===== config.mk =====
export PLATFORM = sky130hd
export DESIGN_NAME = segDisplay
export DESIGN_NICKNAME = d
export VERILOG_FILES = /design/src/design/dispPkg.sv /design/src/design/dispCfgIf.sv /design/src/design/dispRegs.sv /design/src/design/dispScan.sv /design/src/design/segDisplay.sv
export SDC_FILE = /design/constraint.sdc
export NUM_CORES = 1
export LEC_CHECK = 0
export ABC_AREA = 1
export BUFFER_PORTS_ARGS = -buffer_cell sky130_fd_sc_hd__buf_2
export CELL_PAD_IN_SITES_DETAIL_PLACEMENT = 1
export CELL_PAD_IN_SITES_GLOBAL_PLACEMENT = 1
export CORE_UTILIZATION = 43
export CTS_BUF_LIST = sky130_fd_sc_hd__clkbuf_4 sky130_fd_sc_hd__clkbuf_8
export DETAILED_ROUTE_END_ITERATION = 10
export GPL_ROUTABILITY_DRIVEN = 0
export PLACE_DENSITY = 0.95
export SYNTH_ARGS = -nofsm -noshare
export SYNTH_HDL_FRONTEND = slang
export SYNTH_SLANG_ARGS = --single-unit

===== constraint.sdc =====
create_clock -name CLK -period 2.61 [get_ports CLK]
set_input_delay 0.1305 -clock CLK [delete_from_list [all_inputs] [get_ports CLK]]
set_output_delay 0.1305 -clock CLK [all_outputs]
set_load 0.03 [all_outputs]

===== src/design/dispPkg.sv =====
// ***********************************************************
// dispPkg: shared types and constants for the seven-segment
// display controller, plus the hex glyph decode
// ***********************************************************
`default_nettype none

package dispPkg;

    parameter int VALUE_W = 16;     // displayed value width
    parameter int DIGITS  = 4;      // number of multiplexed digits
    parameter int ADDR_W  = 4;      // APB address width
    parameter int DATA_W  = 32;     // APB data width

    // APB register map, byte offsets
    typedef enum logic [ADDR_W-1:0] {
        VALUE_ADDR    = 4'h0,   // value to show
        CTRL_ADDR     = 4'h4,   // bit 0 enable, bit 1 neg
        INTERVAL_ADDR = 4'h8,   // scan interval in clocks minus one
        STATUS_ADDR   = 4'hC    // read only, bits 1:0 digit select
    } regAddrE;

    // digit position, DIG0 is the least significant nibble
    typedef enum logic [1:0] {
        DIG0 = 2'd0,
        DIG1 = 2'd1,
        DIG2 = 2'd2,
        DIG3 = 2'd3
    } digitSelE;

    // nibble to active-low segments, bit 6 is a down to bit 0 as g
    function automatic logic [6:0] hexToSeg(input logic [3:0] nib);
        logic [6:0] seg;
        case (nib)
            4'h0:    seg = 7'b0000001;
            4'h1:    seg = 7'b1001111;
            4'h2:    seg = 7'b0010010;
            4'h3:    seg = 7'b0000110;
            4'h4:    seg = 7'b1001100;
            4'h5:    seg = 7'b0100100;
            4'h6:    seg = 7'b0100000;
            4'h7:    seg = 7'b0001111;
            4'h8:    seg = 7'b0000000;
            4'h9:    seg = 7'b0000100;
            4'hA:    seg = 7'b0001000;
            4'hB:    seg = 7'b1100000;  // lower-case b
            4'hC:    seg = 7'b0110001;
            4'hD:    seg = 7'b1000010;  // lower-case d
            4'hE:    seg = 7'b0110000;
            4'hF:    seg = 7'b0111000;
            default: seg = 7'b1111111;
        endcase
        return seg;
    endfunction

endpackage

`default_nettype wire


===== src/design/dispCfgIf.sv =====
// ***********************************************************
// dispCfgIf: register fields from the APB block to the scan
// engine, digit select back for status readout
// ***********************************************************
`default_nettype none

interface dispCfgIf #(
    parameter int CNT_W = 16
);

    logic [dispPkg::VALUE_W-1:0] value;     // hex value on the digits
    logic                        neg;       // lights DIG0 decimal point
    logic                        enable;    // low blanks all digits
    logic [CNT_W-1:0]            interval;  // tick spacing minus one
    dispPkg::digitSelE           sel;       // digit being shown

    // register side
    modport regs (
        output value, neg, enable, interval,
        input  sel
    );

    // scan side
    modport scan (
        input  value, neg, enable, interval,
        output sel
    );

endinterface

`default_nettype wire


===== src/design/dispRegs.sv =====
// ***********************************************************
// dispRegs: APB slave with value, control, interval and a
// read-only status register, no wait states
// ***********************************************************
`default_nettype none

module dispRegs #(
    parameter int CNT_W          = 16,
    parameter int RESET_INTERVAL = 49999
) (
    input  wire logic                        CLK,
    input  wire logic                        rstN,
    input  wire logic [dispPkg::ADDR_W-1:0]  paddr,
    input  wire logic                        psel,
    input  wire logic                        penable,
    input  wire logic                        pwrite,
    input  wire logic [dispPkg::DATA_W-1:0]  pwdata,
    output logic      [dispPkg::DATA_W-1:0]  prdata,
    output logic                             pready,
    output logic                             pslverr,
    dispCfgIf.regs                           cfg
);

    dispPkg::regAddrE             addr;
    logic                         addrOk;       // address is in the map
    logic                         setupCyc;
    logic                         accessCyc;
    logic                         wrEn;
    logic [dispPkg::DATA_W-1:0]   rdData;

    logic [dispPkg::VALUE_W-1:0]  valueReg;
    logic                         enableReg;
    logic                         negReg;
    logic [CNT_W-1:0]             intervalReg;

    assign addr      = dispPkg::regAddrE'(paddr);
    assign setupCyc  = psel && !penable;
    assign accessCyc = psel && penable;
    assign wrEn      = accessCyc && pwrite && addrOk;

    assign pready = 1'b1;   // never stalls

    // address decode and read mux
    always_comb begin
        addrOk = 1'b1;
        rdData = '0;
        case (addr)
            dispPkg::VALUE_ADDR:    rdData[dispPkg::VALUE_W-1:0] = valueReg;
            dispPkg::CTRL_ADDR:     rdData[1:0] = {negReg, enableReg};
            dispPkg::INTERVAL_ADDR: rdData[CNT_W-1:0] = intervalReg;
            dispPkg::STATUS_ADDR:   rdData[1:0] = cfg.sel;  // live digit select
            default: begin
                addrOk = 1'b0;
                rdData = '0;
            end
        endcase
    end

    // register writes land at the end of the access cycle
    always_ff @(posedge CLK) begin
        if (!rstN) begin
            valueReg    <= '0;
            enableReg   <= 1'b0;
            negReg      <= 1'b0;
            intervalReg <= CNT_W'(RESET_INTERVAL);
        end else if (wrEn) begin
            case (addr)
                dispPkg::VALUE_ADDR: begin
                    valueReg <= pwdata[dispPkg::VALUE_W-1:0];
                end
                dispPkg::CTRL_ADDR: begin
                    enableReg <= pwdata[0];
                    negReg    <= pwdata[1];
                end
                dispPkg::INTERVAL_ADDR: begin
                    intervalReg <= pwdata[CNT_W-1:0];
                end
                default: ;  // status is read only
            endcase
        end
    end

    // read data and error captured in setup, held through access
    always_ff @(posedge CLK) begin
        if (!rstN) begin
            prdata  <= '0;
            pslverr <= 1'b0;
        end else begin
            pslverr <= setupCyc && !addrOk;
            if (setupCyc && !pwrite) begin
                prdata <= rdData;
            end else begin
                prdata <= '0;
            end
        end
    end

    // fields out to the scan engine
    assign cfg.value    = valueReg;
    assign cfg.neg      = negReg;
    assign cfg.enable   = enableReg;
    assign cfg.interval = intervalReg;

    // slave error only ever shows up in the access phase
    property pErrInAccess;
        @(posedge CLK) disable iff (!rstN)
            pslverr |-> (psel && penable && $past(psel && !penable));
    endproperty

    aErrInAccess: assert property (pErrInAccess)
        else $error("pslverr raised outside an APB access cycle");

endmodule

`default_nettype wire


===== src/design/dispScan.sv =====
// ***********************************************************
// dispScan: interval counter and digit rotation, drives the
// registered anode, segment and decimal point pattern
// ***********************************************************
`default_nettype none

module dispScan #(
    parameter int CNT_W = 16
) (
    input  wire logic                       CLK,
    input  wire logic                       rstN,
    dispCfgIf.scan                          cfg,
    output logic [dispPkg::DIGITS+7:0]      disp
);

    localparam int DISP_W = dispPkg::DIGITS + 8;

    logic [CNT_W-1:0]           cnt;
    logic                       tick;
    dispPkg::digitSelE          selQ;
    dispPkg::digitSelE          selNext;
    logic [3:0]                 nibble;
    logic [dispPkg::DIGITS-1:0] anodeN;     // active low
    logic [6:0]                 segN;       // active low, a to g
    logic                       dpN;        // active low decimal point
    logic [DISP_W-1:0]          dispNext;

    // tick when the count reaches the interval
    assign tick = (cnt == cfg.interval);

    // a count above a freshly lowered interval runs on and wraps at max
    always_ff @(posedge CLK) begin
        if (!rstN) begin
            cnt <= '0;
        end else if (tick) begin
            cnt <= '0;
        end else begin
            cnt <= cnt + 1'b1;
        end
    end

    // next digit in rotation
    always_comb begin
        case (selQ)
            dispPkg::DIG0: selNext = dispPkg::DIG1;
            dispPkg::DIG1: selNext = dispPkg::DIG2;
            dispPkg::DIG2: selNext = dispPkg::DIG3;
            dispPkg::DIG3: selNext = dispPkg::DIG0;
            default:       selNext = dispPkg::DIG0;
        endcase
    end

    always_ff @(posedge CLK) begin
        if (!rstN) begin
            selQ <= dispPkg::DIG0;
        end else if (tick) begin
            selQ <= selNext;
        end
    end

    assign cfg.sel = selQ;  // back to status register

    // pick the nibble for the current digit
    assign nibble = cfg.value[{selQ, 2'b00} +: 4];

    // one anode pulled low for the current digit
    always_comb begin
        anodeN       = '1;
        anodeN[selQ] = 1'b0;
    end

    assign segN = dispPkg::hexToSeg(nibble);
    assign dpN  = !((selQ == dispPkg::DIG0) && cfg.neg);   // minus sign on DIG0

    // blank pattern while disabled
    assign dispNext = cfg.enable ? {anodeN, segN, dpN} : '1;

    // output only changes on a tick
    always_ff @(posedge CLK) begin
        if (!rstN) begin
            disp <= '1;
        end else if (tick) begin
            disp <= dispNext;
        end
    end

    // at most one digit driven at a time
    property pOneAnode;
        @(posedge CLK) disable iff (!rstN)
            $onehot0(~disp[DISP_W-1:8]);
    endproperty

    aOneAnode: assert property (pOneAnode)
        else $error("more than one anode active on disp");

    // decimal point only ever lights with the DIG0 anode
    property pDpOnDig0;
        @(posedge CLK) disable iff (!rstN)
            !disp[0] |-> (disp[DISP_W-1:8] == {{(dispPkg::DIGITS-1){1'b1}}, 1'b0});
    endproperty

    aDpOnDig0: assert property (pDpOnDig0)
        else $error("decimal point lit away from DIG0");

endmodule

`default_nettype wire


===== src/design/segDisplay.sv =====
// ***********************************************************
// segDisplay: four-digit seven-segment controller top level,
// APB register block feeding the scan engine
// ***********************************************************
`default_nettype none

module segDisplay #(
    parameter int CNT_W          = 16,      // interval counter width
    parameter int RESET_INTERVAL = 49999    // 1 ms at 50 MHz per digit
) (
    input  wire logic                        CLK,
    input  wire logic                        rstN,

    // APB slave
    input  wire logic [dispPkg::ADDR_W-1:0]  paddr,
    input  wire logic                        psel,
    input  wire logic                        penable,
    input  wire logic                        pwrite,
    input  wire logic [dispPkg::DATA_W-1:0]  pwdata,
    output logic      [dispPkg::DATA_W-1:0]  prdata,
    output logic                             pready,
    output logic                             pslverr,

    // anodes, segments a to g, decimal point, all active low
    output logic      [dispPkg::DIGITS+7:0]  disp
);

    // register fields to the scan engine
    dispCfgIf #(
        .CNT_W (CNT_W)
    ) cfgBus ();

    dispRegs #(
        .CNT_W          (CNT_W),
        .RESET_INTERVAL (RESET_INTERVAL)
    ) uRegs (
        .CLK     (CLK),
        .rstN    (rstN),
        .paddr   (paddr),
        .psel    (psel),
        .penable (penable),
        .pwrite  (pwrite),
        .pwdata  (pwdata),
        .prdata  (prdata),
        .pready  (pready),
        .pslverr (pslverr),
        .cfg     (cfgBus.regs)
    );

    dispScan #(
        .CNT_W (CNT_W)
    ) uScan (
        .CLK  (CLK),
        .rstN (rstN),
        .cfg  (cfgBus.scan),
        .disp (disp)
    );

endmodule

`default_nettype wire


==> flow_summary.ini, run 1 <==
[run_status]
status = complete, but fails checks
violations = design-rule violations

[cts]
cts_buffers = 9
clk_latency_ns = 0.37
post_cts_buffers = 0
cts_root_buf = clkbuf_8
clock-sinks = 81
holdBufCountCts = 2
clk_path_buf_depth = 2
cts_tree = yes
clkTransAtPathRegs_ns = 0.09
cts-resized-gates = 0
htree_num_levels = 3

[yosys]
synth_seq_cells = 81
yosys.area.top_type_share = 0.4090
synth.avg_cell_area_sq_um = 6.872
syn_area_sq_um = 3965
ys_types = 27
yosysWarnings = 0
synthTopCellsByArea = dfxtp_1 (41%), nand2_1 (13%), nand3_1 (7.4%)
netlist_instances = 577
synth.yosys.seq_area_share = 0.4090
synth_top_area_cell = dfxtp_1

[worst_setup_path]
critPathMostFrequentCell = nand3_1
crit_arrival_ns = 2.37
start_kind = flip-flop
crit_family = simple AND/OR/NAND/NOR gates
cp.buffers_inverters = 3
path_cells = inv_2 > nand2_1 > nand3_1 > nand2_1 > inv_1 > ha_1 > inv_1 > nand3_1 > nand3_1 > nand3_1 > nor2_1 > nor2_1
cp.required_ns = 2.88
worst-path-max-fanout = 10
critPathCaptureType = flip-flop
cpPeakStageDelay_ns = 0.53
critical-path-slowest-cell = dfxtp_1
worst-setup-path-type = flip-flop to flip-flop

[grt]
grt_max_degree = 27
first_global_vias = 4082
grt.overflow.total = 0
grt_pass1_wl_um = 20560
antenna_found_initial = 0
track_usage = 0.2732

[floorplan]
die_w_um = 98.03
core_area_sq_um = 8806
initial_core_util = 0.4503
die_y_um = 98.03
rows = 34
io_pins = 87
die_area_sq_um = 9609

[sta]
finalWorstSetupSlack_ns = 0.5022
fin_crit_sh = 0.8076
period_needed_ns = 2.108
maxSlewHeadroom = 0.3961
rsz0062_at_grt = no
clock_skew_ns = 0.01371
fin_tns_setup_ns = 0
hold_violations = 0
finalSetupViolations = 0
clock.fmax_ghz = 0.4744
final_max_slew_viol_count = 0
worst_pin_slew_ns = 0.9032

[pwr]
switching_power_mw = 0.6298
powerDensity_nw_per_um2 = 556.5
pwr-share-clk = 0.443
sw_frac_of_total = 0.2513
combPwrFrac = 0.058
seqPwrFrac = 0.499
p_leak_nw = 1.924
intPower_mw = 1.876
ir_worst_vdd_v = 0.0002011

[routing]
wl_per_cell_um = 17.07
vias_per_cell = 5.388
ant_nets = 0
num_vias = 3987
drcViolationCount = 5
firstDrtPassIters = 8
routed_wl_um = 12630
drt-initial-drc-count = 221

[place]
io_buffers = 53
pre_cts_ws_ns = 0.5560
place_hpwl_um = 8556

[job]
cap_violations = 0

[final_layout]
drive_gt1_frac = 0.1472
final_cell_mix = nand2_1 (138), dfxtp_1 (81), inv_1 (69), nand3_1 (59), nor2_1 (57)
area_growth_pct = 13.57
final_common_cell = nand2_1
fin_nets = 679
n_antenna_cell = 0

[min_path]
min_path_type = primary input to flip-flop
power groups by stage:
stage | logic [mW] | clock network (mW) | registers, mW
5_1_grt | 0.158 | 1.16 | 1.25
2_1_floorplan | 0.111 | 0 | 1.28
6_report | 0.146 | 1.11 | 1.25
3_5_place_dp | 0.137 | 0 | 1.28
3_3_place_gp | 0.132 | 0 | 1.28
4_1_cts | 0.143 | 1.11 | 1.25
registers in the layout, indices dropped and copies added (netlist names):
name	count
uRegs.cfg.value	16
uRegs.pslverr	1
uRegs.cfg.enable	1
uRegs.prdata	16
uScan.cfg.sel	2
uScan.disp	12
uScan.cnt	16
uRegs.cfg.interval	16
uRegs.cfg.neg	1
cells in the mapped netlist (all sizes together):
cell,count
inv,75
a21oi,45
ha,11
nand3b,2
nand2,141
o22ai,2
nor3,7
o21ai,33
nor2,64
nand4,4
nand3,59
dfxtp,81
buf,27
clkbuf,11
xor2,3
a31oi,1
o211ai,9
conb,2
tightest hold or removal path, cell delays in order:
cell,delay [ns]
buf_2,0.11
nand2_1,0.06
o211ai_1,0.07
final cells by class:
type                            instances  area (sq um)
Fill cell                            1164          4303
Multi-Input combinational cell        398          1889
Sequential cell                        81          1622
Timing Repair Buffer                   62         337.8
Inverter                               75         281.5
Clock buffer                           11         151.4
Tap cell                              108         135.1
Clock inverter                          5         86.33
routing by layer:
metal / global-route usage / wire length, um
met1: 0.3134 / 5129
met2: 0.4724 / 6324
met3: 0.05297 / 643
met4: 0.1608 / 532
met5: 0 / 0
per-stage QoR:
step | instances | util | area (sq um) | hold slack, ns | power (mW)
after floorplan | 592 | - | 4021 | 0.2609 | 1.389
after global placement | 722 | 0.4821 | 4245 | 0.3697 | 1.410
after detailed placement | 722 | 0.4821 | 4245 | 0.3671 | 1.416
after CTS | 740 | 0.5114 | 4503 | 0.02749 | 2.507
after global routing | 740 | 0.5114 | 4503 | 0.04333 | 2.567
final | 740 | 0.5114 | 4503 | 0.04021 | 2.506
path summary, 6_finish.rpt:
kind                                  startpoint                    end  slack, ns  cells past startpoint
worst min-delay path                   pwdata[6]  uRegs.cfg.interval[6]       0.04                      3
worst max-delay path            uScan.cfg.sel[0]          uScan.disp[7]       0.50                     12
worst min register to register     uScan.disp[5]          uScan.disp[5]       0.48                      2
worst max register to register  uScan.cfg.sel[0]          uScan.disp[7]       0.50                     12
logic make-up (layout without fill, tap and decap cells):
| family | count (synthesis) | count (layout) | synth area share |
|---|---|---|---|
| AOI/OAI and AO/OA | 90 | 90 | 0.1202 |
| and+or+nand+nor | 277 | 277 | 0.2976 |
| DFF | 81 | 81 | 0.4090 |
| buffers and inverters | 113 | 153 | 0.1300 |
| other | 2 | 17 | 0.001894 |
| adders and majority gates | 11 | 11 | 0.03471 |
| xor gates and xnor gates | 3 | 3 | 0.006628 |
(Power assumes the default switching activity.)
==> run 2, diff against run 1 <==
Settings changed: CORE_UTILIZATION 43 to 36, PLACE_DENSITY 0.95 to 0.88.
Clock period 2.61 ns to 1.9 ns, I/O delays scaled along.
==> flow_summary.ini, run 2 (same netlist as run 1, synthesis figures left out) <==
[place]
place_hpwl_um = 8622
dp.cells = 756
dpl-instance-area_sq_um = 4325
io_buffers = 53

[worst_setup_path]
critical-path-slowest-cell = dfxtp_1
cp.buffers_inverters = 1
worst-path-max-fanout = 23
cp.required_ns = 2.21
worst-setup-path-type = flip-flop to flip-flop
path_cells = inv_1 > nand2_1 > nand2_1 > nor2_1 > nand2_1 > nor2_2 > nand2_4 > nand2_8 > nor2_1 > nor2_1
reg2reg_depth = 10
cp-endpoint = uScan.disp[2]
crit_arrival_ns = 2.04
reg2reg_slack_ns = 0.18
worstSetupStartpoint = uScan.cnt[14]
cpPeakStageDelay_ns = 0.40
crit_family = simple AND/OR/NAND/NOR gates
r2r_end = uScan.disp[2]
crit_cells = 10
start_kind = flip-flop
critPathCaptureType = flip-flop
reg2reg_from = uScan.cnt[14]

[final_layout]
drive_gt1_frac = 0.1597
n_antenna_cell = 0
final_cell_count_no_fill = 781
area_growth_pct = 18.14
fin_area_sq_um = 4684
fin_nets = 692
multi_input_area_sq_um = 1918
final_common_cell = nand2_1
final_cell_mix = nand2_1 (137), dfxtp_1 (80), inv_1 (69), nand3_1 (58), nor2_1 (57)
n_fill_cell = 1396
regArea_sq_um = 1625

[routing]
drt-initial-drc-count = 149
vias_per_cell = 5.041
routed_wl_um = 12290
ant_nets = 0
firstDrtPassIters = 5
num_vias = 3937
wl_per_cell_um = 15.74
drcViolationCount = 0

[sta]
hold_violations = 0
worst_pin_slew_ns = 0.5848
finalSetupViolations = 0
fin_crit_sh = 0.9074
maxSlewHeadroom = 0.6097
final_max_slew_viol_count = 0
clock.fmax_ghz = 0.5800
clock_skew_ns = 0.01186
period_needed_ns = 1.724
rsz0062_at_grt = no

[cts]
clkTransAtPathRegs_ns = 0.08
htree_num_levels = 3
cts_buffers = 9
cts_tree = yes
cts_root_buf = clkbuf_8
clk_latency_ns = 0.38
clk_path_buf_depth = 2
clock-sinks = 81

[run_status]
status = completed

[pwr]
p_leak_nw = 1.977
ir_worst_vdd_v = 0.0003439
powerDensity_nw_per_um2 = 730.9

[grt]
grt.overflow.total = 0
grt_pass1_wl_um = 20100
track_usage = 0.2270
grt_max_degree = 33
antenna_found_initial = 0
first_global_vias = 4137

[floorplan]
rows = 37
die_w_um = 106.9
io_pins = 87
die_area_sq_um = 11440
initial_core_util = 0.3773
core_area_sq_um = 10510
die_y_um = 106.9

[job]
cap_violations = 0

[min_path]
min_path_type = primary input to flip-flop
run 2: cell count changes in the layout (fill, tap and decap cells not counted), sizes merged:
cell	delta
clkinvlp	+2
buf	+6
dlygate4sd3	+7
inv	-1
clkbuf	+1
clkinv	-2
run 2: how the worst min path moves through the flow:
stage | start | end | slack [ns] | depth (start not counted)
after floorplan | pwdata[0] | uRegs.cfg.interval[0] | 0.23 | 2
after global placement | pwdata[3] | uRegs.cfg.interval[3] | 0.34 | 3
after detailed placement | pwdata[14] | uRegs.cfg.interval[14] | 0.35 | 3
after CTS | pwdata[13] | uRegs.cfg.interval[13] | 0.02 | 3
after global routing | psel | uRegs.pslverr | 0.03 | 3
final | penable | uRegs.pslverr | 0.03 | 3
run 2: cell type report:
cell class                      count  share of cell area
Inverter                           75             0.06063
Multi-Input combinational cell    398              0.4095
Tap cell                          136             0.03632
Timing Repair Buffer               75             0.09669
Clock buffer                       12             0.03392
Clock inverter                      4             0.01603
Sequential cell                    81              0.3470
run 2: power breakdown:
part | switching [mW] | total, mW | internal (mW)
clock | 0.666 | 1.49 | 0.827
combinational | 0.153 | 0.216 | 0.0628
sequential | 0.0107 | 1.72 | 1.70
total | 0.830 | 3.42 | 2.59
run 2: worst register-to-register path, stage by stage (launching register included):
cell     delay (ns)
dfxtp_1        0.40
inv_1          0.11
nand2_1        0.09
nand2_1        0.07
nor2_1         0.16
nand2_1        0.13
nor2_2         0.18
nand2_4        0.17
nand2_8        0.21
nor2_1         0.06
nor2_1         0.10
run 2: metal layers:
layer	routed length, um	part of all wire	GRT usage
met1	5140	0.42	0.2514
met3	446	0.036	0.04255
met4	400	0.033	0.1194
met5	0	0	0
met2	6305	0.51	0.4097
run 2: repair_timing:
item                                   CTS  global route
hold buffers                             9             0
setup endpoints to repair                3             9
buffers inserted                         0             0
endpoints found under the hold margin    9             0
resized for setup                        1             8
run 2: through the flow:
stage	hold WS, ns	utilization	setup TNS, ns	power, mW	worst slack [ns]
2_1_floorplan	0.2254	-	0	1.908	0.2783
3_3_place_gp	0.3371	0.4116	0	1.945	0.1175
3_5_place_dp	0.3493	0.4116	-0.04561	1.952	-0.04239
4_1_cts	0.01528	0.4426	0	3.433	0.06839
5_1_grt	0.02787	0.4458	0	3.514	0.01794
6_report	0.03148	0.4458	0	3.424	0.1760
==> run 3, diff against run 2 <==
Settings changed: CORE_MARGIN set to 3, MAX_ROUTING_LAYER set to met4.
==> flow_summary.ini, run 3 (same netlist as run 1, synthesis figures left out) <==
[pwr]
p_leak_nw = 1.966
powerDensity_nw_per_um2 = 753.1
ir_worst_vdd_v = 0.0004198

[cts]
htree_num_levels = 3
clock-sinks = 81
cts_buffers = 9
cts_root_buf = clkbuf_8
clkTransAtPathRegs_ns = 0.08
clk_path_buf_depth = 2
cts_tree = yes
post_cts_buffers = 0
clk_latency_ns = 0.37

[floorplan]
initial_core_util = 0.3773
rows = 37
die_w_um = 110.9
io_pins = 87
die_y_um = 110.9
die_area_sq_um = 12310
core_area_sq_um = 10510

[sta]
finalSetupViolations = 0
hold_slack_ns = -0.007247
final_max_slew_viol_count = 0
clock_skew_ns = 0.008860
hold_violations = 1
maxSlewHeadroom = 0.5659
clock.fmax_ghz = 0.5717
rsz0062_at_grt = yes
fin_crit_sh = 0.9207
worst_pin_slew_ns = 0.6505
period_needed_ns = 1.749

[worst_setup_path]
critPathCaptureType = flip-flop
crit_arrival_ns = 2.06
worst-setup-path-type = flip-flop to flip-flop
worst-path-max-fanout = 23
critical-path-slowest-cell = dfxtp_1
cp.required_ns = 2.21
crit_family = simple AND/OR/NAND/NOR gates
path_cells = inv_1 > nand2_1 > nand2_1 > nor2_1 > nand2_1 > nor2_2 > nand2_4 > nand2_4 > nor2_1 > nor2_1
start_kind = flip-flop
cpPeakStageDelay_ns = 0.41
cp.buffers_inverters = 1

[routing]
vias_per_cell = 5.103
ant_nets = 0
wl_met3_um = 456
met2_length_um = 6296
drt-initial-drc-count = 259
firstDrtPassIters = 5
met1Wirelength_um = 5401
highest-signal-layer = met4
wl_per_cell_um = 16.10
routed_wl_um = 12500
num_vias = 3960
drcViolationCount = 0

[final_layout]
area_growth_pct = 16.76
final_cell_mix = nand2_1 (137), dfxtp_1 (78), inv_1 (69), nand3_1 (59), nor2_1 (57)
drive_gt1_frac = 0.1578
final_cell_count_no_fill = 776
n_antenna_cell = 0
final_common_cell = nand2_1
fin_nets = 687

[min_path]
min_path_type = primary input to flip-flop

[place]
place_hpwl_um = 9066
dp.cells = 754
io_buffers = 53

[grt]
grt_pass1_wl_um = 20710
antenna_found_initial = 0
first_global_vias = 4124
track_usage = 0.2127
grt_max_degree = 33
grt.overflow.total = 0

[run_status]
violations = negative hold slack
status = complete, but fails checks

[job]
cap_violations = 0
-- run 3: cell types whose count changed in the layout (fill, tap and decap cells not counted), sizes merged --
cell	delta
dlygate4sd3	-3
clkbuf	-1
clkinv	+1
buf	-2
bufinv	+1
clkinvlp	-1
-- run 3: final timing paths --
| path | start | to | slack [ns] | depth (start not counted) |
|---|---|---|---|---|
| hold reg to reg | uScan.cnt[0] | uScan.cnt[0] | 0.46 | 1 |
| setup reg to reg | uScan.cnt[14] | uScan.disp[1] | 0.15 | 10 |
| hold / removal | pwdata[8] | uRegs.cfg.interval[8] | -0.007 | 3 |
| setup / recovery | uScan.cnt[14] | uScan.disp[1] | 0.15 | 10 |
-- run 3: final cells by class --
| cell class | count | area [sq um] |
|---|---|---|
| well taps | 136 | 170.2 |
| flip-flops and latches | 81 | 1628 |
| repair buffers | 70 | 407.9 |
| clock buffers | 11 | 145.1 |
| fillers | 1365 | 5879 |
| inverters | 75 | 284.0 |
| multi-input cells | 398 | 1892 |
| clock inverters | 5 | 102.6 |
-- run 3: tightest hold or removal path, delay by kind of cell --
family                 cells  cell delay, ns
AND/OR/NAND/NOR            1            0.05
buffers and inverters      1            0.10
AO/OA/AOI/OAI              1            0.08
-- run 3: metal layers --
metal  up-vias  track usage
met5         -            -
met4         0      0.08785
met3        27      0.03821
met2        95       0.3637
met1      1923       0.2457
li1       1915            -
-- run 3: what timing repair did --
item / 4_1_cts / 5_1_grt
endpoints found under the hold margin: 6 / 0
hold buffers: 6 / 0
gates resized for setup: 1 / 5
endpoints found under the setup margin: 1 / 8
-- run 3: power breakdown --
part | leakage, nW | internal (mW) | switching (mW)
registers | 0.656 | 1.70 | 0.0108
logic | 1.19 | 0.0562 | 0.153
clock network | 0.123 | 0.921 | 0.640
total | 1.97 | 2.68 | 0.804
-- run 3: metrics by stage --
stage                     utilization  total power, mW  cell area [sq um]  setup TNS, ns  worst slack [ns]
after global placement         0.4102            1.945               4310              0            0.1497
after floorplan                     -            1.908               4021              0            0.2783
final                          0.4405            3.486               4629              0            0.1507
after CTS                      0.4396            3.497               4619              0           0.07649
after global routing           0.4405            3.605               4629       -0.02187          -0.02187
after detailed placement       0.4102            1.953               4310              0         0.0008544
